`src/verilog/neighbor_pkg.sv`:
```
package neighbor_pkg;

    // ============================================================
    // sizes
    // ============================================================
    localparam int NUM_BANKS   = 4;
    localparam int BANK_SEL_W  = 2;     // top address bits pick the bank
    localparam int BANK_ADDR_W = 8;
    localparam int ADDR_W      = BANK_SEL_W + BANK_ADDR_W;
    localparam int TAG_W       = 4;
    localparam int DATA_W      = 16;    // one neighbor identifier

    // ============================================================
    // types
    // ============================================================
    typedef enum logic {
        op_read  = 1'b0,
        op_write = 1'b1
    } neighbor_op_t;

    // request as it comes from a PE
    typedef struct packed {
        neighbor_op_t        op;
        logic [TAG_W-1:0]    pe_tag;
        logic [ADDR_W-1:0]   addr;
        logic [DATA_W-1:0]   wdata;
    } neighbor_req_t;

    // request after routing carries only the address inside the bank
    typedef struct packed {
        logic                   valid;
        neighbor_op_t           op;
        logic [TAG_W-1:0]       pe_tag;
        logic [BANK_ADDR_W-1:0] bank_addr;
        logic [DATA_W-1:0]      wdata;
    } bank_req_t;

    typedef struct packed {
        logic [TAG_W-1:0]      pe_tag;
        logic [BANK_SEL_W-1:0] bank;
        logic [DATA_W-1:0]     rdata;   // for a write this echoes wdata
    } neighbor_resp_t;

endpackage

```
`src/verilog/neighbor_resp_merge.sv`:
```
module neighbor_resp_merge import neighbor_pkg::*; (
    input  logic                            clk,
    input  logic                            reset,
    input  logic [NUM_BANKS-1:0]            resp_valid,
    input  neighbor_resp_t [NUM_BANKS-1:0]  resp,
    output logic [NUM_BANKS-1:0]            grant,
    output logic                            out_valid,
    output neighbor_resp_t                  out_resp
);

    logic [BANK_SEL_W-1:0] rr_ptr;
    logic [BANK_SEL_W-1:0] winner;
    logic                  found;

    // search starts at rr_ptr and takes the first bank holding a response
    always_comb begin
        logic [BANK_SEL_W-1:0] idx;
        winner = rr_ptr;
        found  = 1'b0;
        grant  = '0;
        for (int i = 0; i < NUM_BANKS; i++) begin
            idx = rr_ptr + BANK_SEL_W'(i);
            if (!found && resp_valid[idx]) begin
                found  = 1'b1;
                winner = idx;
            end
        end
        if (found) begin
            grant[winner] = 1'b1;
        end
    end

    always_ff @(posedge clk) begin
        if (reset) begin
            rr_ptr    <= '0;
            out_valid <= 1'b0;
        end else begin
            out_valid <= found;
            if (found) begin
                rr_ptr <= winner + 1'b1;    // winner drops to lowest priority
            end
        end
    end

    always_ff @(posedge clk) begin
        if (found) begin
            out_resp <= resp[winner];
        end
    end

endmodule

```
`config.mk`:
```
export PLATFORM = sky130hd
export DESIGN_NAME = neighbor_resp_merge
export DESIGN_NICKNAME = d
export VERILOG_FILES = /design/src/verilog/neighbor_pkg.sv /design/src/verilog/neighbor_resp_merge.sv
export SDC_FILE = /design/constraint.sdc
export NUM_CORES = 1
export LEC_CHECK = 0
export ABC_CLOCK_PERIOD_IN_PS = 2550
export BUFFER_PORTS_ARGS = -buffer_cell sky130_fd_sc_hd__buf_2
export CELL_PAD_IN_SITES_DETAIL_PLACEMENT = 1
export CELL_PAD_IN_SITES_GLOBAL_PLACEMENT = 2
export CORE_ASPECT_RATIO = 1.5
export CORE_MARGIN = 2
export CORE_UTILIZATION = 25
export DETAILED_ROUTE_END_ITERATION = 10
export PLACE_DENSITY_LB_ADDON = 0.1
export SLEW_MARGIN = 20
export SYNTH_ARGS = -nofsm -noshare
export SYNTH_HDL_FRONTEND = slang
export SYNTH_SLANG_ARGS = --single-unit
```
`constraint.sdc`:
```
create_clock -name clk -period 2.55 [get_ports clk]
set_input_delay 0.3825 -clock clk [delete_from_list [all_inputs] [get_ports clk]]
set_output_delay 0.3825 -clock clk [all_outputs]
set_load 0.01 [all_outputs]
```
After elaboration in Yosys (flattened, before gate mapping) --
Index checks and enable logic that the tools add are counted.
Storage, ports and cells: register bits 25, input port bits 94, output and inout port bits 27, logic and storage cells 42
Operators by class: $add $sub $neg 4, magnitude comparators 6, multiplexer cells 20, reductions and logical operators 7
Operator list (number):
- $bmux W22 S2 | 1
- $mux W22 | 1
- $lt A2 B3 Y1 const B | 5
- $mux W1 | 9
- $bmux W1 S2 | 4
- $mux W2 | 3
- $add A2 B1 Y2 const B | 2
- $add A2 B2 Y2 const B | 2
- $logic_and A1 B1 Y1 | 4
- $mux W4 | 1
- $logic_not A1 Y1 | 3
- $demux W1 S2 | 1
- $ge A2 B1 Y1 const B | 1

Depth between registers and ports, before layout --
word-level depth 17, depth in mapped cells 7

Least setup slack after synthesis --
OpenSTA, ideal clock, no wires.
kind input port to output port, start point input resp_valid[0], end point output grant[3], data arrival time 1592 ps, path slack 575 ps, stages 3, buffers on the path 0, path through nor4_2 -> inv_1 -> and3_1
On the way: elaborated cells between the ends (all ways) 27, those cells by class order compare (2); mux (18); reduce/logical (7)
RTL lines:
- start, declared | line neighbor_resp_merge.sv:4 | input logic [NUM_BANKS-1:0] resp_valid,
- $bmux W1 S2 | line neighbor_resp_merge.sv:23 | if (!found && resp_valid[idx]) begin
- $mux W1 (not written as such) | line neighbor_resp_merge.sv:23
- $mux W1 | line neighbor_resp_merge.sv:23
- $logic_not A1 Y1 | line neighbor_resp_merge.sv:23
- $logic_and A1 B1 Y1 | line neighbor_resp_merge.sv:23
- $mux W1 | line neighbor_resp_merge.sv:23
- $logic_not A1 Y1 | line neighbor_resp_merge.sv:23
- $logic_and A1 B1 Y1 | line neighbor_resp_merge.sv:23
- $mux W1 | line neighbor_resp_merge.sv:23
- $logic_not A1 Y1 | line neighbor_resp_merge.sv:23
- $logic_and A1 B1 Y1 | line neighbor_resp_merge.sv:23
- $mux W1 (*) | line neighbor_resp_merge.sv:23
- via found | line neighbor_resp_merge.sv:13 | logic found;
- $mux W4 (*) | line neighbor_resp_merge.sv:28 | if (found) begin
- end, declared | line neighbor_resp_merge.sv:6 | output logic [NUM_BANKS-1:0] grant,
Mark *: on every way through the listed nets, which the timed path passes. The rest lies on a longest branch. The select of a mux whose other input is x is not followed.

Final worst setup path --
start point register rr_ptr[1], end point output grant[2]
On the way: longest elaborated chain between the ends 17, elaborated cells between the ends (all ways) 30, those cells by class add/sub (3); order compare (2); mux (18); reduce/logical (7)
RTL lines:
- start, declared | line neighbor_resp_merge.sv:11 | logic [BANK_SEL_W-1:0] rr_ptr;
- start signal, assigned | line neighbor_resp_merge.sv:40 | rr_ptr <= winner + 1'b1;
- parallel branches: the longest is 16 deep, another holds $lt A2 B3 Y1
- $mux W4 (*) | line neighbor_resp_merge.sv:28
Mark *: on every way between the ends. The select of a mux whose other input is x is not followed.

==> flow_summary.yaml <==
synthesis:
  synthArstFlopShare: 0
  synth_cells: 128
  synth.yosys.warnings: 0
  synth.avg_cell_area_um2: 13.31
  ys_top_cells_by_area: "mux2i_1, edfxtp_1, buf_12"
  ys_ff_latch: 25
  synth_top_area_cell: "mux2i_1"
  syn_area_mm2: 0.001704
  synth_common_cells: "mux2i_1, edfxtp_1, nor2_1"
  synth_fp_nets: 222
  yosysMostFrequentCell: "mux2i_1"
  yosysSeqAreaShare: 0.4229
  synth_flop_cell: "edfxtp_1"
  synth_edf_count: 22
  synth_top_area_frac: 0.3935
  synth.distinct_cells: 22
worst_setup_path:
  crit_buf_inv: 1
  crit_path_end_kind: "output pin"
  crit_fanout: 9
  arrival_ns: 1.90
  rrSetupSlack_ns: 0.51
  slowest_stage: "o31ai_4"
  worstPathRequired_ns: 2.17
  crit_chain: "or2_1, a21oi_2, o31ai_4, nor3b_2, buf_2"
  cp-start-kind: "flop"
  cpLargestDelayFamily: "compound AO/OA/AOI/OAI gates"
  path_class: "flop to output pin"
  cpPeakStageDelay_ns: 0.53
global_route:
  grt_busiest_layer: "met2"
  met2_usage: 0.2791
  grt-ovfl-total: 0
  grt_max_degree: 25
  antenna_found_initial: 0
  grt_pass1_vias: 1676
  grt_pass1_wl_um: 8031
  grt_util_met1: 0.1363
  grtUsageTotal: 0.1363
  met3_usage: 0.02604
detailed_routing:
  ant_nets: 0
  drc: 0
  first_iter_violations: 29
  drtPass1Iterations: 4
  vias: 1510
  via_per_inst: 4.618
  routedWlPerCell_um: 15.63
  drt-total-wl_um: 5111
finish:
  num-nets-final: 346
  syn_to_final_growth_pct: 42.14
  final_util: 0.3709
  n_antenna_cell: 0
  final_design_area_no_fill_mm2: 0.002422
  drive_gt1_frac: 0.5498
clock_network:
  hold_buffers: 0
  cts_tree: "done"
  clkLatencyLatePin_ns: 0.27
  clock-sinks: 25
  cts.clk_slew.worst_paths_ns: 0.10
  root_buffer: "clkbuf_8"
  clockBufferDepth: 2
  cts_setup_buffers: 0
  ctsResizeCount: 0
  h-tree-depth: 1
  cts_buffers: 3
timing:
  tns_ns: 0
  worst_pin_slew_ns: 0.6434
  maxSlewViolCount: 0
  rsz0062_at_grt: "no"
  finalHoldViolations: 0
  setup_viol: 0
  fin_crit_ns: 2.280
  fmax_mhz: 438.5
  relSlewSlack: 0.5711
  finClkSkew_ns: 0.009284
  whs_ns: 0.2971
  post-route-period-util: 0.8943
placed_design:
  portBuffers: 120
  dpl_cell_area_mm2: 0.002376
  gp_congestion: 0.6387
  hpwlAfterDp_um: 4283
power:
  leakage_uw: 0.001202
  power.internal_uw: 908.4
  pwr-share-clk: 0.186
  sw_frac_of_total: 0.3093
  p_seq_frac: 0.424
  switching_power_uw: 406.8
  pwr_density_cell_mw_per_mm2: 543.0
  total_power_uw: 1315
  ir_drop_v: 0.0001742
  p_comb_frac: 0.390
die:
  fp.dieW_um: 71.41
  die-area_mm2: 0.007506
  core_mm2: 0.006531
  die_height_um: 105.1
  row_count: 36
  start_util: 0.2609
  num_io_pins: 121
status:
  status: "finished, final reports clean"
worst_hold_path:
  min_path_type: "input port to flop"
run:
  drv_cap: 0
area by class of cell:
| cell class | count | area [um^2] |
|---|---|---|
| clock buffer | 3 | 41.29 |
| clock inverter | 1 | 5.005 |
| fill | 781 | 4109 |
| inverter | 3 | 11.26 |
| multi-input combinational | 93 | 865.8 |
| sequential | 25 | 720.7 |
| tap | 76 | 95.09 |
| timing repair buffer | 126 | 683.2 |
cells by family after synthesis:
| logic type | share of synthesized area |
|---|---|
| AOI/OAI and AO/OA | 0.04992 |
| buffers and inverters | 0.06901 |
| DFF | 0.4229 |
| muxes | 0.3935 |
| and+or+nand+nor | 0.06461 |
power by group through the flow:
stage / combinational (uW) / sequential (uW) / clock, uW
finish: 513 / 557 / 245
global route: 561 / 565 / 268
CTS: 527 / 559 / 256
detailed placement: 526 / 569 / 0
global placement: 522 / 566 / 0
floorplan: 292 / 609 / 0
sequential cells by signal, indices dropped and copies added, names as in the netlist:
signal,count
out_valid,1
out_resp,22
rr_ptr,2
routing by layer:
layer / vias to the layer above / wire, um
met5: - / 0
met4: 0 / 27
met3: 2 / 324
met2: 56 / 3039
met1: 724 / 1720
li1: 728 / -
worst register-to-register path: cells and delay by family (launching register included):
family / cells / cell delay (ns)
mux: 2 / 0.33
buf+inv: 1 / 0.24
compound gates: 2 / 0.60
flops: 1 / 0.45
simple gates: 1 / 0.16
per-stage QoR:
| step | setup WS (ns) | std cells |
|---|---|---|
| floorplan | 0.5755 | 128 |
| global placement | 0.4046 | 323 |
| detailed placement | 0.3765 | 323 |
| CTS | 0.2274 | 327 |
| global route | 0.05021 | 327 |
| finish | 0.2695 | 327 |
final timing paths:
check / start / end / cells past startpoint
max: rr_ptr[1]$_SDFFE_PP0P_ / grant[2] / 5
min: reset / out_valid$_SDFF_PP0_ / 2
max reg2reg: rr_ptr[1]$_SDFFE_PP0P_ / out_resp[9]$_DFFE_PP_ / 6
min reg2reg: rr_ptr[0]$_SDFFE_PP0P_ / rr_ptr[0]$_SDFFE_PP0P_ / 2
layout by cell type, fill, tap and decap left out, drive strengths merged:
cell and n:
buf 126, mux2i 67, edfxtp 22, nor2 8, inv 3, clkbuf 3, dfxtp 3, a21oi 3
nand2 2, nor3b 2, a211oi 2, and2b 2, nor4 1, or2 1, o21ai 1, o31ai 1
a31oi 1, nor3 1, and3 1, clkinv 1
Note: power is estimated with default switching activity, not from simulation.
