===== config.mk =====
export PLATFORM = sky130hd
export DESIGN_NAME = neighbor_req_fifo
export DESIGN_NICKNAME = d
export VERILOG_FILES = /design/src/verilog/neighbor_pkg.sv /design/src/verilog/neighbor_req_fifo.sv
export SDC_FILE = /design/constraint.sdc
export NUM_CORES = 1
export LEC_CHECK = 0
export BUFFER_PORTS_ARGS = -buffer_cell sky130_fd_sc_hd__buf_2
export CAP_MARGIN = 40
export CORE_UTILIZATION = 60
export DETAILED_ROUTE_END_ITERATION = 8
export GPL_ROUTABILITY_DRIVEN = 0
export HOLD_SLACK_MARGIN = 0.15
export PLACE_DENSITY = 0.79
export SYNTH_ARGS = -nofsm -noshare
export SYNTH_HDL_FRONTEND = slang
export SYNTH_SLANG_ARGS = --single-unit
export TNS_END_PERCENT = 100

===== constraint.sdc =====
create_clock -name clk -period 4 [get_ports clk]
set_clock_uncertainty 0.15 [all_clocks]
set_input_delay 0.4 -clock clk [delete_from_list [all_inputs] [get_ports clk]]
set_output_delay 0.4 -clock clk [all_outputs]
set_load 0.005 [all_outputs]

===== src/verilog/neighbor_pkg.sv =====
package neighbor_pkg;

    // ============================================================
    // sizes
    // ============================================================
    localparam int NUM_BANKS   = 4;
    localparam int BANK_SEL_W  = 2;     // top address bits pick the bank
    localparam int BANK_ADDR_W = 8;
    localparam int ADDR_W      = BANK_SEL_W + BANK_ADDR_W;
    localparam int TAG_W       = 4;
    localparam int DATA_W      = 16;    // one neighbor identifier

    // ============================================================
    // types
    // ============================================================
    typedef enum logic {
        op_read  = 1'b0,
        op_write = 1'b1
    } neighbor_op_t;

    // request as it comes from a PE
    typedef struct packed {
        neighbor_op_t        op;
        logic [TAG_W-1:0]    pe_tag;
        logic [ADDR_W-1:0]   addr;
        logic [DATA_W-1:0]   wdata;
    } neighbor_req_t;

    // request after routing carries only the address inside the bank
    typedef struct packed {
        logic                   valid;
        neighbor_op_t           op;
        logic [TAG_W-1:0]       pe_tag;
        logic [BANK_ADDR_W-1:0] bank_addr;
        logic [DATA_W-1:0]      wdata;
    } bank_req_t;

    typedef struct packed {
        logic [TAG_W-1:0]      pe_tag;
        logic [BANK_SEL_W-1:0] bank;
        logic [DATA_W-1:0]     rdata;   // for a write this echoes wdata
    } neighbor_resp_t;

endpackage


===== src/verilog/neighbor_req_fifo.sv =====
module neighbor_req_fifo import neighbor_pkg::*; #(
    parameter int FIFO_DEPTH = 8
) (
    input  logic          clk,
    input  logic          reset,
    input  logic          req_valid,
    input  neighbor_req_t req,
    input  logic          pop,
    output logic          empty,
    output neighbor_req_t head,
    output logic          head_valid,
    output logic          credit_return
);

    localparam int PTR_W = $clog2(FIFO_DEPTH);

    neighbor_req_t    mem [FIFO_DEPTH];
    logic [PTR_W-1:0] wr_ptr;
    logic [PTR_W-1:0] rd_ptr;
    logic [PTR_W:0]   count;
    logic             do_pop;

    assign empty  = (count == '0);
    assign do_pop = pop && !empty;

    // the sender pushes only while it holds a credit
    always_ff @(posedge clk) begin
        if (reset) begin
            wr_ptr        <= '0;
            rd_ptr        <= '0;
            count         <= '0;
            head_valid    <= 1'b0;
            credit_return <= 1'b0;
        end else begin
            if (req_valid) begin
                wr_ptr <= wr_ptr + 1'b1;    // depth is a power of two so the pointer wraps
            end
            if (do_pop) begin
                rd_ptr <= rd_ptr + 1'b1;
            end
            case ({req_valid, do_pop})
                2'b10:   count <= count + 1'b1;
                2'b01:   count <= count - 1'b1;
                default: count <= count;
            endcase
            head_valid    <= do_pop;
            credit_return <= do_pop;    // the freed slot goes back to the sender
        end
    end

    always_ff @(posedge clk) begin
        if (req_valid) begin
            mem[wr_ptr] <= req;
        end
        if (do_pop) begin
            head <= mem[rd_ptr];
        end
    end

endmodule


Yosys cells after proc, flatten, opt, wreduce, memory -nomap -nowiden
Memory sizes are Yosys's and may differ from the RTL's. A register that Yosys moved wholly into a read port is not among the register bits.
Cells that the tools add are included.
Word-level totals
  bits in latches: 0
  bits in read-only memories: 0
  input bits: 35
  word-level logic and storage cells: 18
  output and inout port bits: 34
  memories: 1
  RAM bits: 248
  register bits after elaboration: 11
Cells by class
  multiply operators: 0
  muxes and demuxes: 3
  bitwise operators: 0
  div/mod/pow operators: 0
  add/sub/neg operators: 4
  shift operators: 0
  eq/ne operators: 2
  $lt $le $gt $ge: 0
  reduce and logical (&&, ||, !) cells: 4
Memory list
  mem: words 8, bits a word 31, read ports 1, clocked after Yosys merged registers in 1, wr ports 1, RTL line neighbor_req_fifo.sv:17  | neighbor_req_t mem [FIFO_DEPTH];
Operator list (number)
  one-hot mux 4 bit (2 select lines): 1
  adder 3 x 1 -> 3 bit, second input constant: 2
  adder 4 x 1 -> 4 bit, second input constant: 1
  zero test 4 bit: 1
  subtractor 4 x 1 -> 4 bit, second input constant: 1
  equality test 2 x 1 -> 1 bit, second input constant: 1
  equality test 2 bit, second input constant: 1
  2-to-1 mux 1 bit: 2
  nonzero test 2 bit: 1
  logical AND 1 bit: 1
  zero test 1 bit: 1

Longest topological paths before layout
  word-level depth: 5
  mapped depth: 10
  mapped depth without buffers: 10

Worst setup path before layout
Ideal clock, no wire load.
  kind: reg-to-reg
  from: register wr_ptr[0]
  to: memory mem[0][0] in the netlist's numbering (enable)
  data required time: 3.392 ns
  library setup time: 0.458 ns
  path buffers: 0
  stages on the path, launching flop included: 3
  slack: 0.736 ns
  arrival time: 2.656 ns
  clock period less this slack: 3.264 ns
  path through: dfxtp_1 nand2b_1 nor3_1
RTL lines
  from (decl): RTL line neighbor_req_fifo.sv:18  | logic [PTR_W-1:0] wr_ptr;
  from (signal assigned): RTL line neighbor_req_fifo.sv:36  | wr_ptr <= wr_ptr + 1'b1;
  to (decl): RTL line neighbor_req_fifo.sv:17
No word-level cell before the write port.

Worst setup path in the final report
  from: register count[2]
  to: register count[3]
Between the ends
  cells in the longest elaborated chain, start to end: 5
  elaborated cells between the ends (all ways): 9
  classes of those cells: add/sub: 2; eq/ne: 2; mux: 1; reduce/logical: 4
Ends and longest elaborated chain
  from (decl): RTL line neighbor_req_fifo.sv:20  | logic [PTR_W:0] count;
  from (signal assigned): RTL line neighbor_req_fifo.sv:42  | 2'b10: count <= count + 1'b1;
  from (signal assigned): RTL line neighbor_req_fifo.sv:43  | 2'b01: count <= count - 1'b1;
  from (signal assigned): RTL line neighbor_req_fifo.sv:44  | default: count <= count;
  zero test 4 bit (*): RTL line neighbor_req_fifo.sv:23  | assign empty = (count == '0);
  zero test 1 bit (*): RTL line neighbor_req_fifo.sv:24  | assign do_pop = pop && !empty;
  logical AND 1 bit (*): RTL line neighbor_req_fifo.sv:24
  net do_pop: RTL line neighbor_req_fifo.sv:21  | logic do_pop;
  equality test 2 x 1 -> 1 bit / equality test 2 bit (equally long branches): RTL line neighbor_req_fifo.sv:41  | case ({req_valid, do_pop})
  one-hot mux 4 bit (2 select lines) / nonzero test 2 bit (equally long branches)
The timed path passes the listed nets; every way through them passes the cells marked *.
A chain may end at the register's enable or synchronous reset.

==> flow_summary.json <==
{
  "critPathCaptureType": "register",
  "hold_viol": 0,
  "yosys_warnings": 0,
  "placedCellCount": 751,
  "cap_violations": 0,
  "nets": 629,
  "routed_via_density": 5.969,
  "path_clk_slew_ns": 0.06,
  "drc": 0,
  "synth_top_area_cell": "edfxtp_1",
  "drt-initial-drc-count": 343,
  "cts_max_level": 1,
  "seq_area_frac_synth_pct": 77.79,
  "outcome": "finished clean",
  "layout_common_cells": "edfxtp_1, buf_2, mux4_1, dlygate4sd3_1, mux2_2",
  "r2r-start": "count[2]",
  "grt_usage_pct": 21.69,
  "max_slew.worst_pin.slew_ns": 0.8039,
  "antenna_found_initial": 0,
  "clock_latency_ns": 0.53,
  "synthesis.nets": 502,
  "fin_util_pct": 72.25,
  "synth.area.top_cells": "edfxtp_1, mux4_1, mux2_2",
  "grt_setup_unrepaired": "false",
  "vias": 5008,
  "grt_pass1_wl_um": 29330,
  "hold_buffers": 35,
  "final_common_cell": "edfxtp_1",
  "cts_max_path_buffers": 3,
  "power_density_mw_per_mm2": 558.9,
  "critPathMaxFanout": 3,
  "synthToLayoutAreaGrowth_pct": 17.83,
  "slew_viol_final": 0,
  "dp_hpwl_um": 10580,
  "syn_area_per_cell_um2": 23.98,
  "fmax_ghz": 0.3775,
  "cts_sinks": 290,
  "initial_core_util_pct": 61.32,
  "slew_headroom_pct": 46.12,
  "cts-root-buf": "clkbuf_16",
  "synth_top_area_share_pct": 75.80,
  "drive_gt1_share_pct": 27.05,
  "cp-start-kind": "register",
  "dieArea_mm2": 0.01897,
  "crit_type": "reg -> reg",
  "hold_path.class": "reg -> reg",
  "fp.coreArea_mm2": 0.01802,
  "layout_worst_path_cycle_share_pct": 66.23,
  "n_antenna_cell": 0,
  "tritoncts": "done",
  "io_buffers": 68,
  "wirelength_um": 19970,
  "fin_cells": 839,
  "cp.required_ns": 4.31,
  "critPathArrivalTime_ns": 2.96,
  "whs_ns": 0.3517,
  "syn_area_mm2": 0.01105,
  "routedWlPerCell_um": 23.81,
  "grt_start_max_net_pins": 39,
  "post_cts_buffers": 0,
  "final_antenna_net_count": 0,
  "yosysUniqueCellTypes": 25,
  "syn_inst": 461,
  "p_leak_nw": 4.385,
  "die_y_um": 137.7,
  "r2r_cells": 9,
  "min_from": "count[3]",
  "ir_drop_uv": 427.8,
  "ys_seq_elements": 290,
  "setup_tns_ns": 0,
  "cts-buffers-inserted": 28,
  "first_pass_iters": 4,
  "r2r_end": "count[3]",
  "setup_violations": 0,
  "r2r_slack_ns": 1.35,
  "ioPinCount": 69,
  "holdPathStages": 2,
  "die_x_um": 137.7,
  "grt_overflow": 0,
  "cts.repair.resized": 0,
  "num_rows": 49,
  "holdPathEnd": "count[3]",
  "grt_pass1_vias": 5133,
  "min_period_ns": 2.649
}
## cells in the mapped netlist (all sizes together)
master and count:
a21oi 7, and3 1, buf 14, clkbuf 6, dfxtp 11, edfxtp 279
fa 1, ha 5, inv 5, mux2 31, mux2i 1, mux4 62
nand2 7, nand2b 4, nand3 1, nor2 16, nor3 2, nor4 1
o31ai 1, or4 1, xnor2 1, xor2 4
## report_power, final
part / switching [mW] / internal [mW] / leakage (nW)
Clock: 1.06 / 1.51 / 0.447
Sequential: 0.135 / 3.60 / 2.63
Combinational: 0.475 / 0.508 / 1.30
## cells by family (layout without fill, tap and decap cells)
family	after synthesis	in the layout	synth area share, %
AO/OA/AOI/OAI	8	8	0.3849
XOR/XNOR	5	5	0.3962
adder cells (fa/ha/maj)	6	6	0.7471
buffers and inverters	25	174	1.370
flip-flops	290	290	77.79
multiplexers	94	94	17.99
AND/OR/NAND/NOR	33	33	1.325
## cell type report
| cell class | count | area [um^2] |
|---|---|---|
| multi-input combinational | 146 | 2359 |
| clock inverter | 13 | 108.9 |
| inverter | 5 | 18.77 |
| tap | 229 | 286.5 |
| sequential | 290 | 8605 |
| clock buffer | 39 | 793.3 |
| timing repair buffer | 117 | 853.3 |
| fill | 1043 | 5001 |
## per-layer routing
metal  track usage, %  up-vias  wire length, um
li1                 -     2235                -
met2            37.83      127            10370
met4            5.797        0              334
met3            3.127       30              746
met1            28.89     2616             8526
met5                0        -                0
## flip-flops by register name (all words and copies together) (netlist names)
| name | cells |
|---|---|
| count | 4 |
| credit_return | 1 |
| head | 31 |
| mem | 248 |
| rd_ptr | 3 |
| wr_ptr | 3 |
## stage by stage
stage	cell area [um^2]	setup slack (ns)	power [mW]
floorplan	11050	0.7363	4.383
global placement	11720	1.556	4.679
detailed placement	11760	1.412	4.740
CTS	13020	1.396	7.323
global route	13020	1.210	7.541
finish	13020	1.351	7.278
## critical path, cell delays in order, from the launching register on
cell	delay [ns]
dfxtp_1	0.33
nor4_1	0.36
nand2b_1	0.21
inv_2	0.05
ha_1	0.22
ha_1	0.34
a21oi_1	0.20
a21oi_1	0.11
or4_1	0.47
a21oi_1	0.14
## how the worst max path moves through the flow
stage | start | endpoint | slack, ns | depth (start not counted)
2_1_floorplan | wr_ptr[0] | mem[0][0] | 0.74 | 2
3_3_place_gp | rd_ptr[0] | head[4] | 1.56 | 2
3_5_place_dp | count[2] | count[3] | 1.41 | 9
4_1_cts | count[2] | count[3] | 1.40 | 9
5_1_grt | count[0] | count[3] | 1.21 | 9
6_report | count[2] | count[3] | 1.35 | 9
(Power assumes the default switching activity.)
