<file path="config.mk">
export PLATFORM = sky130hd
export DESIGN_NAME = neighbor_bank_ctrl
export DESIGN_NICKNAME = d
export VERILOG_FILES = /design/src/verilog/neighbor_pkg.sv /design/src/verilog/neighbor_bank_ctrl.sv
export SDC_FILE = /design/constraint.sdc
export NUM_CORES = 2
export LEC_CHECK = 0
export ABC_AREA = 1
export BUFFER_PORTS_ARGS = -buffer_cell sky130_fd_sc_hd__buf_2
export CAP_MARGIN = 10
export CORE_MARGIN = 2
export CORE_UTILIZATION = 42
export CTS_CLUSTER_DIAMETER = 150
export DETAILED_ROUTE_END_ITERATION = 7
export RECOVER_POWER = 100
export SYNTH_ARGS = -nofsm -noshare
export SYNTH_HDL_FRONTEND = slang
export SYNTH_SLANG_ARGS = --single-unit
</file>
<file path="constraint.sdc">
create_clock -name clk -period 5.3 [get_ports clk]
set_clock_uncertainty 0.15 [all_clocks]
set_input_delay 1.06 -clock clk [delete_from_list [all_inputs] [get_ports clk]]
set_output_delay 1.06 -clock clk [all_outputs]
set_load 0.02 [all_outputs]
</file>
<file path="src/verilog/neighbor_pkg.sv">
package neighbor_pkg;

    // ============================================================
    // sizes
    // ============================================================
    localparam int NUM_BANKS   = 4;
    localparam int BANK_SEL_W  = 2;     // top address bits pick the bank
    localparam int BANK_ADDR_W = 8;
    localparam int ADDR_W      = BANK_SEL_W + BANK_ADDR_W;
    localparam int TAG_W       = 4;
    localparam int DATA_W      = 16;    // one neighbor identifier

    // ============================================================
    // types
    // ============================================================
    typedef enum logic {
        op_read  = 1'b0,
        op_write = 1'b1
    } neighbor_op_t;

    // request as it comes from a PE
    typedef struct packed {
        neighbor_op_t        op;
        logic [TAG_W-1:0]    pe_tag;
        logic [ADDR_W-1:0]   addr;
        logic [DATA_W-1:0]   wdata;
    } neighbor_req_t;

    // request after routing carries only the address inside the bank
    typedef struct packed {
        logic                   valid;
        neighbor_op_t           op;
        logic [TAG_W-1:0]       pe_tag;
        logic [BANK_ADDR_W-1:0] bank_addr;
        logic [DATA_W-1:0]      wdata;
    } bank_req_t;

    typedef struct packed {
        logic [TAG_W-1:0]      pe_tag;
        logic [BANK_SEL_W-1:0] bank;
        logic [DATA_W-1:0]     rdata;   // for a write this echoes wdata
    } neighbor_resp_t;

endpackage

</file>
<file path="src/verilog/neighbor_bank_ctrl.sv">
module neighbor_bank_ctrl import neighbor_pkg::*; #(
    parameter int BANK_LATENCY = 2
) (
    input  logic                  clk,
    input  logic                  reset,
    input  logic [BANK_SEL_W-1:0] bank_id,
    input  bank_req_t             bank_req,
    input  logic                  grant,
    output logic                  busy,
    output logic                  resp_valid,
    output neighbor_resp_t        resp
);

    localparam int CNT_W = $clog2(BANK_LATENCY + 1);

    logic [DATA_W-1:0] mem [2**BANK_ADDR_W];
    logic [CNT_W-1:0]  lat_cnt;
    logic              accept;

    assign accept = bank_req.valid && !busy;

    // ============================================================
    // busy and latency control
    // ============================================================
    always_ff @(posedge clk) begin
        if (reset) begin
            busy       <= 1'b0;
            resp_valid <= 1'b0;
            lat_cnt    <= '0;
        end else begin
            if (accept) begin
                busy    <= 1'b1;
                lat_cnt <= CNT_W'(BANK_LATENCY);
            end else if (busy && !resp_valid) begin
                lat_cnt <= lat_cnt - 1'b1;
                if (lat_cnt == CNT_W'(1)) begin
                    resp_valid <= 1'b1;     // last latency cycle
                end
            end else if (resp_valid && grant) begin
                resp_valid <= 1'b0;
                busy       <= 1'b0;     // bank opens again one cycle after the grant
            end
        end
    end

    // ============================================================
    // memory access and held response
    // ============================================================
    always_ff @(posedge clk) begin
        if (accept) begin
            if (bank_req.op == op_write) begin
                mem[bank_req.bank_addr] <= bank_req.wdata;
                resp.rdata              <= bank_req.wdata;
            end else begin
                resp.rdata <= mem[bank_req.bank_addr];
            end
            resp.pe_tag <= bank_req.pe_tag;
            resp.bank   <= bank_id;     // request carries no bank bits any more
        end
    end

endmodule

</file>
# Yosys cells after proc, flatten, opt, wreduce, memory -nomap -nowiden
# Memory sizes are Yosys's and may differ from the RTL's. A register that Yosys moved wholly into a read port is not among the register bits.
# Cells that the tools add are included.
op_classes:
  addsub: 1
  eq_ne: 3
  n_mux: 10
  n_bitwise: 1
  n_reduce_logical: 11
ops:
  columns: ["cell", "n"]
  rows:
  - ["two-way mux 1 bit", 8]
  - ["nonzero test 2 bit", 3]
  - ["two-way mux 2 bit", 2]
  - ["logical AND 1 bit", 3]
  - ["AND reduction 3 bit", 1]
  - ["equality test 2 x 1 -> 1 bit, second input constant", 1]
  - ["zero test 1 bit", 2]
  - ["!= test 2 x 1 -> 1 bit, second input constant", 1]
  - ["!= test 2 bit, second input constant", 1]
  - ["AND reduction 2 bit", 1]
  - ["OR reduction 2 bit", 1]
  - ["subtractor 2 x 1 -> 2 bit, second input constant", 1]
  - ["inverter 1 bit", 1]
word_totals:
  register_bits: 10
  ramBits: 4096
  in_bits: 35
  out_inout_bits: 24
  mem_count: 1
mem_list:
  columns: ["name", "depth", "width", "read_ports", "rd_ports_with_merged_regs", "write_ports", "line", "source"]
  rows:
  - ["mem", 256, 16, 1, 1, 1, "neighbor_bank_ctrl.sv:16", "logic [DATA_W-1:0] mem [2**BANK_ADDR_W];"]

# Logic depth before layout (Yosys ltp)
depth:
  word_depth: 4
  depth_mapped: 19

# Worst setup path after synthesis
# OpenSTA, ideal clock, no wires.
synth_path:
  path_kind: "input port to flip-flop"
  startpoint: "input bank_req[29] in the netlist's numbering"
  endpoint: "memory mem[184][0], enable pin"
  setup_ns: 0.409
  t_arrival_ns: 3.536
  path_slack_ns: 1.205
  stages: 6
  n_path_buf: 2
  path_cell_list: "nand2_1 -> inv_1 -> nand2_1 -> clkbuf_1 -> buf_1 -> nor3_1"
synth_between:
  elab_chain_cells: 3
synth_rtl:
  columns: ["element", "line", "source"]
  rows:
  - ["from (decl)", "neighbor_bank_ctrl.sv:7", "input bank_req_t bank_req,"]
  - ["logical AND 1 bit", "neighbor_bank_ctrl.sv:20", "assign accept = bank_req.valid && !busy;"]
  - ["net accept", "neighbor_bank_ctrl.sv:18", "logic accept;"]
  - ["two-way mux 1 bit", "neighbor_bank_ctrl.sv:50", "if (accept) begin"]
  - ["two-way mux 1 bit (not written as such)", "neighbor_bank_ctrl.sv:52", "mem[bank_req.bank_addr] <= bank_req.wdata;"]
  - ["to (decl)", "neighbor_bank_ctrl.sv:16", null]
# The timed path passes the listed nets, and every way through them passes these cells.

# Final worst setup path
layout_path:
  startpoint: "input bank_req[0] in the netlist's numbering"
  endpoint: "memory mem[241][0] (data pin)"
# Straight into the memory's write port.

==> summary.md <==
• **violations in the final reports** capacitance limit, slew limit
• **clk buf depth** 4
• **DR vias** 108000
• **top fanout value on the critical path** 80
• **Peak supply drop** 0.305 mV
• **mean cell area of the mapped netlist** 11.4 um^2
• **TritonCTS clock tree** done
• **total routing usage reported by global routing** 24.2%
• **highest achievable clock rate** 214 MHz
• **per-cell via count in the routed design** 5.31
• **final layout net count** 14900
• **family with the most delay on the worst path** buffers and inverters
• **largest net degree at the start of global routing** 135
• **DR DRC count** 0
• **H-Tree Level Count** 5
• **average routed wire per standard cell** 24.0 um
• **full die area** 398000 um^2
• **largest stage delay on the critical path** 3.24 ns
• **Filler cells** 34700
• **first-pass GRT wire length** 709 mm
• **Worst Max-Slew Pin Slew** 4.93 ns
• **placeable core region** 392000 um^2
• **series of cell instances along the critical path** clkbuf_1
• **Max-Cap Viols** 38
• **nature of the critical path endpoint** register
• **number of antenna-violating nets in the routed design** 0
• **last weighted congestion value of the routability-driven placer** 0.881
• **latest clock arrival within the worst-skew pair** 1.02 ns
• **cell leakage power** 69.4 nW
• **Die H** 631 um
• **initial standard-cell utilization of the core** 42.1%
• **CTS Buf Count** 425
• **cell area after synthesis** 165000 um^2
• **final instance count without filler cells** 20400
• **total clock sinks** 4122
• **power density of the placed cells** 366 nW/um^2
• **count of cells resized by post-cts repair** 0
• **final slew viol count** 2226
• **Syn Nets** 14500
• **Reg clk slew, reported paths** 0.06 ns
• **root buffer cell** sky130_fd_sc_hd__clkbuf_16
• **number of hold buffers added after CTS** 0
• **Syn Inst Count** 14500
• **Int Power** 52.7 mW
• **Yosys Warn Count** 0
• **#FFs+latches synth** 4122
• **clock period minus worst slack** 4.67 ns
• **Finish-stage setup viols** 0
• **sequential cell fraction of total power** 52.6%
• **setup TNS** 0 ns
• **placement row count** 230
• **share of synthesized area occupied by flip-flops and latches** 75.0%
• **Worst Path Buf+Inv** 1
• **switching fraction of total power** 23.0%
• **Final HPWL DP** 286 mm
• **vias in the first global route** 102000
• **Post-CTS Setup Inserts** 0
• **critical setup path kind** in2reg
• **share of cells above drive strength 1** 6.54%
• **initial antenna violation count** 19
• **number of instances in the placed design** 19600
• **IO Count** 59
• **Finished Core Util** 47.7%
• **floorplan die width** 631 um
• **slowest CP cell** sky130_fd_sc_hd__clkbuf_1
• **worst hold path type** in2reg
• **Max-slew headroom** -229%
• **Final period util** 88.1%
• **grt total ovfl** 0
• **Worst setup SP type** input pin
• **first-pass iteration count of the detailed router** 6
• **Req. time, crit path** 5.22 ns
• **post-synthesis cell type count** 24
• **drt initial violations** 13400
• **Sw Pwr** 15.7 mW
• **count of input and output buffers** 58
• **total wirelength of the detailed-routed design** 491 mm
• **crit path DAT** 4.59 ns
• **area added between synthesis and finish** 13.1%
• **count of final hold-check violations** 0
• **unrepaired setup endpoints after global routing** no
• **part of the total power dissipated in combinational logic** 5.8%
• **status** finished with violations
• **clock network fraction of design power** 41.6%
-- synth_stat cells --
cell type	instances	share of area, %
sky130_fd_sc_hd__a21oi_1	238	0.72
sky130_fd_sc_hd__a22oi_1	28	0.13
sky130_fd_sc_hd__buf_1	63	0.14
sky130_fd_sc_hd__buf_2	392	1.2
sky130_fd_sc_hd__buf_4	15	0.068
sky130_fd_sc_hd__buf_6	6	0.041
sky130_fd_sc_hd__clkbuf_1	271	0.62
sky130_fd_sc_hd__clkinv_1	8	0.018
sky130_fd_sc_hd__dfxtp_1	4	0.049
sky130_fd_sc_hd__edfxtp_1	4118	75
sky130_fd_sc_hd__ha_1	1	0.0076
sky130_fd_sc_hd__inv_1	22	0.050
sky130_fd_sc_hd__inv_2	4	0.0091
sky130_fd_sc_hd__nand2_1	7636	17
sky130_fd_sc_hd__nand3_1	271	0.82
sky130_fd_sc_hd__nand4_1	259	0.98
sky130_fd_sc_hd__nor2_1	878	2.0
sky130_fd_sc_hd__nor2_2	3	0.011
sky130_fd_sc_hd__nor2_4	1	0.0068
sky130_fd_sc_hd__nor3_1	4	0.012
sky130_fd_sc_hd__o21ai_0	114	0.35
sky130_fd_sc_hd__o21ai_1	153	0.46
sky130_fd_sc_hd__o21bai_1	1	0.0046
sky130_fd_sc_hd__xnor2_1	1	0.0053
-- registers in the layout, indices dropped and copies added (netlist names) --
signal and count:
lat_cnt 2, mem 4096, busy 1, resp 22, resp_valid 1
-- stage by stage --
step	hold slack (ns)	cell area [um^2]	setup WS, ns	power [mW]
final	0.156	187000	0.632	68.4
after global routing	0.134	187000	0.663	70.2
after CTS	0.0905	188000	1.49	68.7
after detailed placement	0.322	175000	0.417	40.6
after global placement	0.312	175000	0.457	40.6
after floorplan	0.318	165000	1.20	38.5
-- logic make-up (layout without fill, tap and decap cells) --
group | count (synthesis) | in the layout | share of synthesized area [%]
AOI/OAI and AO/OA | 534 | 534 | 1.66
xor gates and xnor gates | 1 | 1 | 0.00531
adders and majority gates | 1 | 1 | 0.00758
buffers and inverters | 781 | 1489 | 2.14
DFF | 4122 | 4122 | 75.0
other | 0 | 22 | 0
and+or+nand+nor | 9052 | 9052 | 21.2
-- layout by cell type, fill, tap and decap left out, drive strengths merged --
cell	n
nand2	7636
edfxtp	4118
nor2	882
clkbuf	825
buf	376
nand3	271
o21ai	267
nand4	259
a21oi	238
clkinv	220
inv	40
a22oi	28
diode	22
bufinv	20
clkinvlp	5
nor3	4
dfxtp	4
dlymetal6s4s	2
o21bai	1
xnor2	1
ha	1
clkdlybuf4s25	1
-- per-layer routing --
layer / vias to the layer above / GRT usage (%) / wire [um]
met5: - / 0 / 49
met4: 8 / 8.44 / 17700
met3: 800 / 3.44 / 42800
met2: 4889 / 38.9 / 229000
met1: 53300 / 33.7 / 201000
li1: 49500 / - / -
-- layout make-up --
class                   instances  area (um^2)  share of cell area (%)
flip-flops and latches       4122       124000                    66.3
multi-input cells            9588        37900                    20.3
clock buffers                 532        11100                    5.97
well taps                    5220         6530                    3.50
repair buffers                672         5160                    2.77
clock inverters               251         1960                    1.05
inverters                      34          165                  0.0885
diodes                         22         55.1                  0.0295
-- power groups by stage --
stage	sequential, mW	clock [mW]	combinational, mW
global placement	36.6	0	3.95
floorplan	36.6	0	1.87
global route	36.0	30.0	4.27
finish	36.0	28.4	3.97
CTS	36.0	28.7	3.98
detailed placement	36.6	0	3.97
-- final timing paths --
path,startpoint,to,slack [ns],cells past startpoint
min,bank_req[26],resp[20],0.16,1
min reg2reg,resp_valid,resp_valid,0.32,2
max,bank_req[0],mem[241][0],0.63,1
max reg2reg,busy,mem[227][7],0.65,10
No activity file was read; power rests on OpenSTA's default activity.
