File: src/verilog/neighbor_pkg.sv
package neighbor_pkg;

    // ============================================================
    // sizes
    // ============================================================
    localparam int NUM_BANKS   = 4;
    localparam int BANK_SEL_W  = 2;     // top address bits pick the bank
    localparam int BANK_ADDR_W = 8;
    localparam int ADDR_W      = BANK_SEL_W + BANK_ADDR_W;
    localparam int TAG_W       = 4;
    localparam int DATA_W      = 16;    // one neighbor identifier

    // ============================================================
    // types
    // ============================================================
    typedef enum logic {
        op_read  = 1'b0,
        op_write = 1'b1
    } neighbor_op_t;

    // request as it comes from a PE
    typedef struct packed {
        neighbor_op_t        op;
        logic [TAG_W-1:0]    pe_tag;
        logic [ADDR_W-1:0]   addr;
        logic [DATA_W-1:0]   wdata;
    } neighbor_req_t;

    // request after routing carries only the address inside the bank
    typedef struct packed {
        logic                   valid;
        neighbor_op_t           op;
        logic [TAG_W-1:0]       pe_tag;
        logic [BANK_ADDR_W-1:0] bank_addr;
        logic [DATA_W-1:0]      wdata;
    } bank_req_t;

    typedef struct packed {
        logic [TAG_W-1:0]      pe_tag;
        logic [BANK_SEL_W-1:0] bank;
        logic [DATA_W-1:0]     rdata;   // for a write this echoes wdata
    } neighbor_resp_t;

endpackage

File: src/verilog/neighbor_dispatch.sv
module neighbor_dispatch import neighbor_pkg::*; (
    input  logic                       clk,
    input  logic                       reset,
    input  logic                       empty,
    input  neighbor_req_t              head,
    input  logic                       head_valid,
    input  logic [NUM_BANKS-1:0]       bank_busy,
    output logic                       pop,
    output bank_req_t [NUM_BANKS-1:0]  bank_req
);

    typedef enum logic [1:0] {
        st_idle     = 2'd0,
        st_route    = 2'd1,
        st_stall    = 2'd2,
        st_complete = 2'd3
    } state_t;

    state_t                    state;
    state_t                    nx_state;
    logic                      nx_pop;
    bank_req_t [NUM_BANKS-1:0] nx_bank_req;
    neighbor_req_t             held;
    logic [BANK_SEL_W-1:0]     head_bank;
    logic [BANK_SEL_W-1:0]     held_bank;

    assign head_bank = head.addr[ADDR_W-1 -: BANK_SEL_W];
    assign held_bank = held.addr[ADDR_W-1 -: BANK_SEL_W];

    function automatic bank_req_t to_bank(neighbor_req_t r);
        bank_req_t b;
        b.valid     = 1'b1;
        b.op        = r.op;
        b.pe_tag    = r.pe_tag;
        b.bank_addr = r.addr[BANK_ADDR_W-1:0];
        b.wdata     = r.wdata;
        return b;
    endfunction

    // ============================================================
    // next state
    // ============================================================
    always_comb begin
        nx_state    = state;
        nx_pop      = 1'b0;
        nx_bank_req = '0;
        case (state)
            st_idle: begin
                if (!empty) begin
                    nx_pop   = 1'b1;
                    nx_state = st_route;
                end
            end
            st_route: begin
                if (head_valid) begin
                    if (bank_busy[head_bank]) begin
                        nx_state = st_stall;
                    end else begin
                        nx_bank_req[head_bank] = to_bank(head);
                        nx_pop   = !empty;      // fetch the next one while this one issues
                        nx_state = st_complete;
                    end
                end
            end
            st_stall: begin
                if (!bank_busy[held_bank]) begin
                    nx_bank_req[held_bank] = to_bank(held);
                    nx_pop   = !empty;
                    nx_state = st_complete;
                end
            end
            st_complete: begin
                // bank request is on the wire this cycle
                if (pop) begin
                    nx_state = st_route;
                end else if (!empty) begin
                    nx_pop   = 1'b1;
                    nx_state = st_route;
                end else begin
                    nx_state = st_idle;
                end
            end
            default: nx_state = st_idle;
        endcase
    end

    always_ff @(posedge clk) begin
        if (reset) begin
            state    <= st_idle;
            pop      <= 1'b0;
            bank_req <= '0;
        end else begin
            state    <= nx_state;
            pop      <= nx_pop;
            bank_req <= nx_bank_req;
        end
    end

    always_ff @(posedge clk) begin
        if (state == st_route && head_valid) begin
            held <= head;   // kept for the stall path
        end
    end

endmodule

File: config.mk
export PLATFORM = sky130hd
export DESIGN_NAME = neighbor_dispatch
export DESIGN_NICKNAME = d
export VERILOG_FILES = /design/src/verilog/neighbor_pkg.sv /design/src/verilog/neighbor_dispatch.sv
export SDC_FILE = /design/constraint.sdc
export NUM_CORES = 1
export LEC_CHECK = 0
export BUFFER_PORTS_ARGS = -buffer_cell sky130_fd_sc_hd__buf_2
export CAP_MARGIN = 20
export CORE_UTILIZATION = 50
export DETAILED_ROUTE_END_ITERATION = 16
export PLACE_DENSITY_LB_ADDON = 0.1
export SLEW_MARGIN = 15
export SYNTH_ARGS = -nofsm -noshare
export SYNTH_HDL_FRONTEND = slang
export SYNTH_SLANG_ARGS = --single-unit
File: constraint.sdc
create_clock -name clk -period 3.91 [get_ports clk]
set_input_delay 0.782 -clock clk [delete_from_list [all_inputs] [get_ports clk]]
set_output_delay 0.782 -clock clk [all_outputs]
set_load 0.005 [all_outputs]
Word level (Yosys, flattened, before mapping)
Index checks and enable logic that the tools add are counted.
{"block": "word_totals", "reg_bits": 154, "output_inout_bits": 121, "word_cells": 69}
{"block": "classes", "n_lt_le_gt_ge": 4, "eq_ne": 6, "muxes": 25, "bitwise": 2, "reduce_logical": 6}
{"cell": "120-bit 2-to-1 mux", "n": 3}
{"cell": "120-bit AND", "n": 2}
{"cell": "120-bit one-hot mux with 2 select lines", "n": 1}
{"cell": "30-bit demux with 2-bit select", "n": 2}
{"cell": "30-bit 2-to-1 mux", "n": 2}
{"cell": "1-bit 2-to-1 mux", "n": 10}
{"cell": "2-bit one-hot mux with 4 select lines", "n": 1}
{"cell": "2-bit by 3-bit less-than comparator with 1-bit output (second input constant)", "n": 2}
{"cell": "2-bit 2-to-1 mux", "n": 3}
{"cell": "2-bit != test (second input constant)", "n": 3}
{"cell": "1-bit binary-select mux with 2-bit select", "n": 2}
{"cell": "2-bit equality test (second input constant)", "n": 2}
{"cell": "2-bit by 1-bit >= comparator with 1-bit output (second input constant)", "n": 2}
{"cell": "1-bit one-hot mux with 4 select lines", "n": 1}
{"cell": "1-bit logical AND", "n": 3}
{"cell": "3-bit AND reduction", "n": 1}
{"cell": "2-bit by 1-bit equality test with 1-bit output (second input constant)", "n": 1}
{"cell": "2-bit logical NOT", "n": 1}
{"cell": "1-bit logical NOT", "n": 1}

Depth between registers and ports, before layout
{"block": "depth", "depth_word": 8, "mapped_depth": 7, "ltp_nobuf": 5}

Least setup slack after synthesis
Ideal clock, no wire load.
{"block": "synth_path", "kind": "input port to flip-flop", "startpoint": "input port head_valid", "endpoint": "register pop", "setup_ns": 0.091, "arrival_ns": 1.929, "required_time_ns": 3.819, "slack_ns": 1.890, "path_stages": 3, "cell_sequence": "and2_1 nand2b_1 a311oi_1"}
{"block": "synth_between", "elab_chain_cells": 2}
{"element": "from (decl)", "line_no": "neighbor_dispatch.sv:6", "text": "input logic head_valid,"}
{"element": "1-bit 2-to-1 mux", "line_no": "neighbor_dispatch.sv:55", "text": "if (head_valid) begin"}
{"element": "1-bit one-hot mux with 4 select lines", "line_no": "neighbor_dispatch.sv:47", "text": "case (state)"}
{"element": "to (signal assigned)", "line_no": "neighbor_dispatch.sv:94", "text": "pop <= nx_pop;"}
{"element": "to (decl)", "line_no": "neighbor_dispatch.sv:8", "text": "output logic pop,"}
Every way passes these cells.
A chain may end at the register's enable or synchronous reset.

Final worst setup path
{"block": "layout_path", "startpoint": "register state[0]", "endpoint": "register bank_req[63] (netlist name)"}
{"block": "layout_between", "elab_chain_cells": 2, "word_cells_on_any_way": 3, "classes_between": "eq/ne (2); mux (1)"}
{"element": "from (decl)", "line_no": "neighbor_dispatch.sv:19", "text": "state_t state;"}
{"element": "from (signal assigned)", "line_no": "neighbor_dispatch.sv:89", "text": "state <= st_idle;"}
{"element": "from (signal assigned)", "line_no": "neighbor_dispatch.sv:93", "text": "state <= nx_state;"}
{"element": "2-bit equality test or 2-bit by 1-bit equality test with 1-bit output (tied branches)", "line_no": "neighbor_dispatch.sv:47"}
{"element": "120-bit one-hot mux with 2 select lines *", "line_no": "neighbor_dispatch.sv:47"}
{"element": "to (signal assigned)", "line_no": "neighbor_dispatch.sv:95", "text": "bank_req <= nx_bank_req;"}
{"element": "to (decl)", "line_no": "neighbor_dispatch.sv:9", "text": "output bank_req_t [NUM_BANKS-1:0] bank_req"}
Every way passes the cells marked *; elsewhere a longest branch is shown, timed or not.

==> impl_metrics.py <==
metrics = {
    "outcome": {
        "result_of_the_run": "complete, no violations",
    },
    "logic_synthesis": {
        "postSynthRegisterBits": 154,
        "synth_warnings": 0,
        "netlist_instances": 484,
        "avgSynthCellArea_um2": 11.2,
        "synthFlopType": "sky130_fd_sc_hd__dfxtp_1",
        "netlist_area_mm2": 0.00542,
        "synth-async-reset-ratio_pct": 0,
        "seq_area_frac_synth_pct": 62.6,
        "post_synth_edffs": 31,
        "synthesis.nets": 528,
        "synth.lib_cells_used.distinct": 26,
    },
    "clock_tree": {
        "count_of_hold_buffers_inserted_by_post_cts_repair": 0,
        "cts.sink_count": 154,
        "tritoncts": "built",
        "postCtsSetupRepairBufs": 0,
        "ctsRootBufferMaster": "sky130_fd_sc_hd__clkbuf_8",
        "clock_path_buffers": 2,
        "htree_num_levels": 4,
        "insertion_delay_ns": 0.52,
        "cts-buffers-inserted": 17,
        "cts_repair_resize_count": 0,
        "clk_transition_reported_paths_ns": 0.06,
    },
    "flow_run": {
        "drv_cap": 0,
    },
    "sta": {
        "worst-slew-pin-transition_ns": 1.10,
        "timing.final.max_slew_violations": 0,
        "finalSetupTns_ns": 0,
        "setup_viol_count_final": 0,
        "hold_violations": 0,
        "highest_attainable_clock_frequency_ghz": 0.446,
        "fin_skew_ns": 0.00747,
        "relSlewSlack_pct": 26.7,
        "grt_setup_unrepaired": "no",
        "layout_min_cycle_time_ns": 2.24,
        "fin_crit_sh_pct": 57.4,
    },
    "setup_path": {
        "worst-setup-path-type": "flop to flop",
        "critical_path_peak_fanout": 16,
        "rr_startpoint": "state[0]$_SDFFE_PP0P_",
        "worst_setup_path_start_kind": "flop",
        "worstSetupEndpointType": "flop",
        "r2r-end": "bank_req[63]$_SDFF_PP0_",
        "crit_required_ns": 4.35,
        "worst_setup_path_endpoint": "bank_req[63]$_SDFF_PP0_",
        "worstPathArrival_ns": 2.68,
        "timing.reg2reg.setup_slack_ns": 1.67,
        "worst_r2r_path_depth": 6,
        "critPathLaunch": "state[0]$_SDFFE_PP0P_",
    },
    "global_routing": {
        "grt_util_met2_pct": 40.9,
        "first_global_vias": 4434,
        "grt_overflow_total": 0,
        "global_route_track_usage_on_met1_pct": 33.9,
        "maximum_number_of_pins_on_one_net_before_global_route_repair": 76,
        "grt.busiest_layer": "met2",
        "grt_use_met3_pct": 8.46,
        "grt_antenna_before_repair": 0,
        "grt.total_usage_pct": 26.1,
        "grt_first_pass_wirelength_mm": 22.7,
    },
    "final_layout": {
        "finalCoreUtilization_pct": 66.4,
        "fraction_of_layout_instances_using_a_drive_strength_above_1_pct": 34.0,
        "syn_to_final_growth_pct": 27.7,
        "antennaDiodeCount": 0,
        "finish.cell_count_without_fillers": 769,
        "layout.nets": 665,
    },
    "die": {
        "dieArea_mm2": 0.0113,
        "design.core.area_mm2": 0.0104,
        "rows": 37,
        "dieWidth_um": 106,
        "vert_die_dim_um": 106,
        "floorplan.initialDensity_pct": 52.0,
        "ioPinCount": 160,
    },
    "place": {
        "post-place-cells": 738,
        "post_detailed_placement_half_perimeter_wirelength_mm": 8.69,
        "gpl_congestion": 0.769,
        "numPortBuffers": 159,
    },
    "detailed_routing": {
        "post_drt_wl_per_cell_um": 18.2,
        "routed_via_density": 5.83,
        "remaining_drc_errors": 0,
        "iter_0_drt_violations": 318,
        "route.final.wire_length_mm": 14.0,
        "vias": 4484,
        "route.antenna.remaining_nets": 0,
        "drt_pre_antenna_iters": 5,
    },
    "pwr": {
        "p_leak_nw": 2.78,
        "vdd_ir_drop_max_uv": 328,
        "power_per_cell_area_mw_per_mm2": 561,
    },
    "min_path": {
        "worstHoldPathType": "input pin to flop",
    },
}
==> flip-flops by register name, indices dropped and copies added (netlist names) <==
register	flops
held	31
pop	1
state	2
bank_req	120
==> Yosys cell counts, types with 3 or more instances <==
library cell	count	area share (%)
sky130_fd_sc_hd__edfxtp_1	31	17
sky130_fd_sc_hd__a21oi_1	4	0.37
sky130_fd_sc_hd__buf_2	3	0.28
sky130_fd_sc_hd__nand2b_1	5	0.58
sky130_fd_sc_hd__a32oi_1	116	19
sky130_fd_sc_hd__clkbuf_1	47	3.3
sky130_fd_sc_hd__dfxtp_1	123	45
sky130_fd_sc_hd__ha_1	5	1.2
sky130_fd_sc_hd__mux2i_1	3	0.55
sky130_fd_sc_hd__nor2b_1	4	0.46
sky130_fd_sc_hd__nor2_1	122	8.5
==> report_power, final <==
part,internal (W),switching [W],total (W)
logic,0.000137,0.000368,0.000505
clock network,0.000993,0.000613,0.00161
registers,0.00171,0.0000609,0.00177
total,0.00284,0.00104,0.00388
==> through the flow <==
step                      setup WS (ns)  power, W  hold WS, ns  instance area [um^2]
after floorplan                    1.89   0.00213        0.484                  5420
after global placement             1.47   0.00228        0.499                  6320
after detailed placement           1.47   0.00230        0.552                  6320
after CTS                          1.64   0.00390        0.424                  6920
after global routing               1.45   0.00405        0.429                  6920
final                              1.67   0.00388        0.448                  6920
==> critical path, cell delays in order, from the launching register on <==
cell,delay (ns)
sky130_fd_sc_hd__dfxtp_1,0.33
sky130_fd_sc_hd__inv_1,0.13
sky130_fd_sc_hd__ha_1,0.34
sky130_fd_sc_hd__nor4bb_4,0.78
sky130_fd_sc_hd__buf_4,0.36
sky130_fd_sc_hd__a32oi_1,0.08
sky130_fd_sc_hd__nor2_1,0.14
==> layout make-up <==
class,count,area [um^2]
Fill cell,826,3500
Multi-Input combinational cell,276,1880
Tap cell,136,170
Clock inverter,10,113
Inverter,2,7.51
Timing Repair Buffer,170,878
Sequential cell,154,3390
Clock buffer,21,480
==> cells by family (layout without fill, tap and decap cells) <==
logic type | count (synthesis) | count (layout) | synth area share (%)
AND/OR/NAND/NOR | 141 | 141 | 11.0
flip-flops | 154 | 154 | 62.6
AO/OA/AOI/OAI | 125 | 125 | 20.0
multiplexers | 5 | 5 | 1.39
buffers and inverters | 54 | 203 | 3.81
adder cells (fa/ha/maj) | 5 | 5 | 1.15
==> layout by cell type, fill, tap and decap left out, types with 3 or more instances in the layout <==
cell | netlist | final
sky130_fd_sc_hd__dfxtp_1 | 123 | 123
sky130_fd_sc_hd__buf_2 | 3 | 159
sky130_fd_sc_hd__nand2b_1 | 5 | 4
sky130_fd_sc_hd__a32oi_1 | 116 | 116
sky130_fd_sc_hd__edfxtp_1 | 31 | 31
sky130_fd_sc_hd__clkinv_2 | 0 | 3
sky130_fd_sc_hd__mux2i_1 | 3 | 3
sky130_fd_sc_hd__clkbuf_8 | 0 | 4
sky130_fd_sc_hd__ha_1 | 5 | 5
sky130_fd_sc_hd__a21oi_1 | 4 | 4
sky130_fd_sc_hd__buf_4 | 0 | 11
sky130_fd_sc_hd__clkbuf_16 | 0 | 17
sky130_fd_sc_hd__nor2_1 | 122 | 120
==> how the worst min path moves through the flow <==
stage | start | to | cells after the start
after floorplan | state[1]$_SDFFE_PP0P_ | state[1]$_SDFFE_PP0P_ | 2
after global placement | state[1]$_SDFFE_PP0P_ | state[1]$_SDFFE_PP0P_ | 2
after detailed placement | held[17]$_DFFE_PP_ | bank_req[17]$_SDFF_PP0_ | 2
after CTS | empty | pop$_SDFF_PP0_ | 2
after global routing | empty | pop$_SDFF_PP0_ | 2
final | empty | pop$_SDFF_PP0_ | 2
==> metal layers <==
layer	wire length, um	vias to the layer above	share of wire [%]
met5	0	-	0
met4	255	0	1.8
met3	1170	28	8.3
met2	6560	215	47
met1	6020	2131	43
li1	-	2110	-
(Power assumes the default switching activity.)
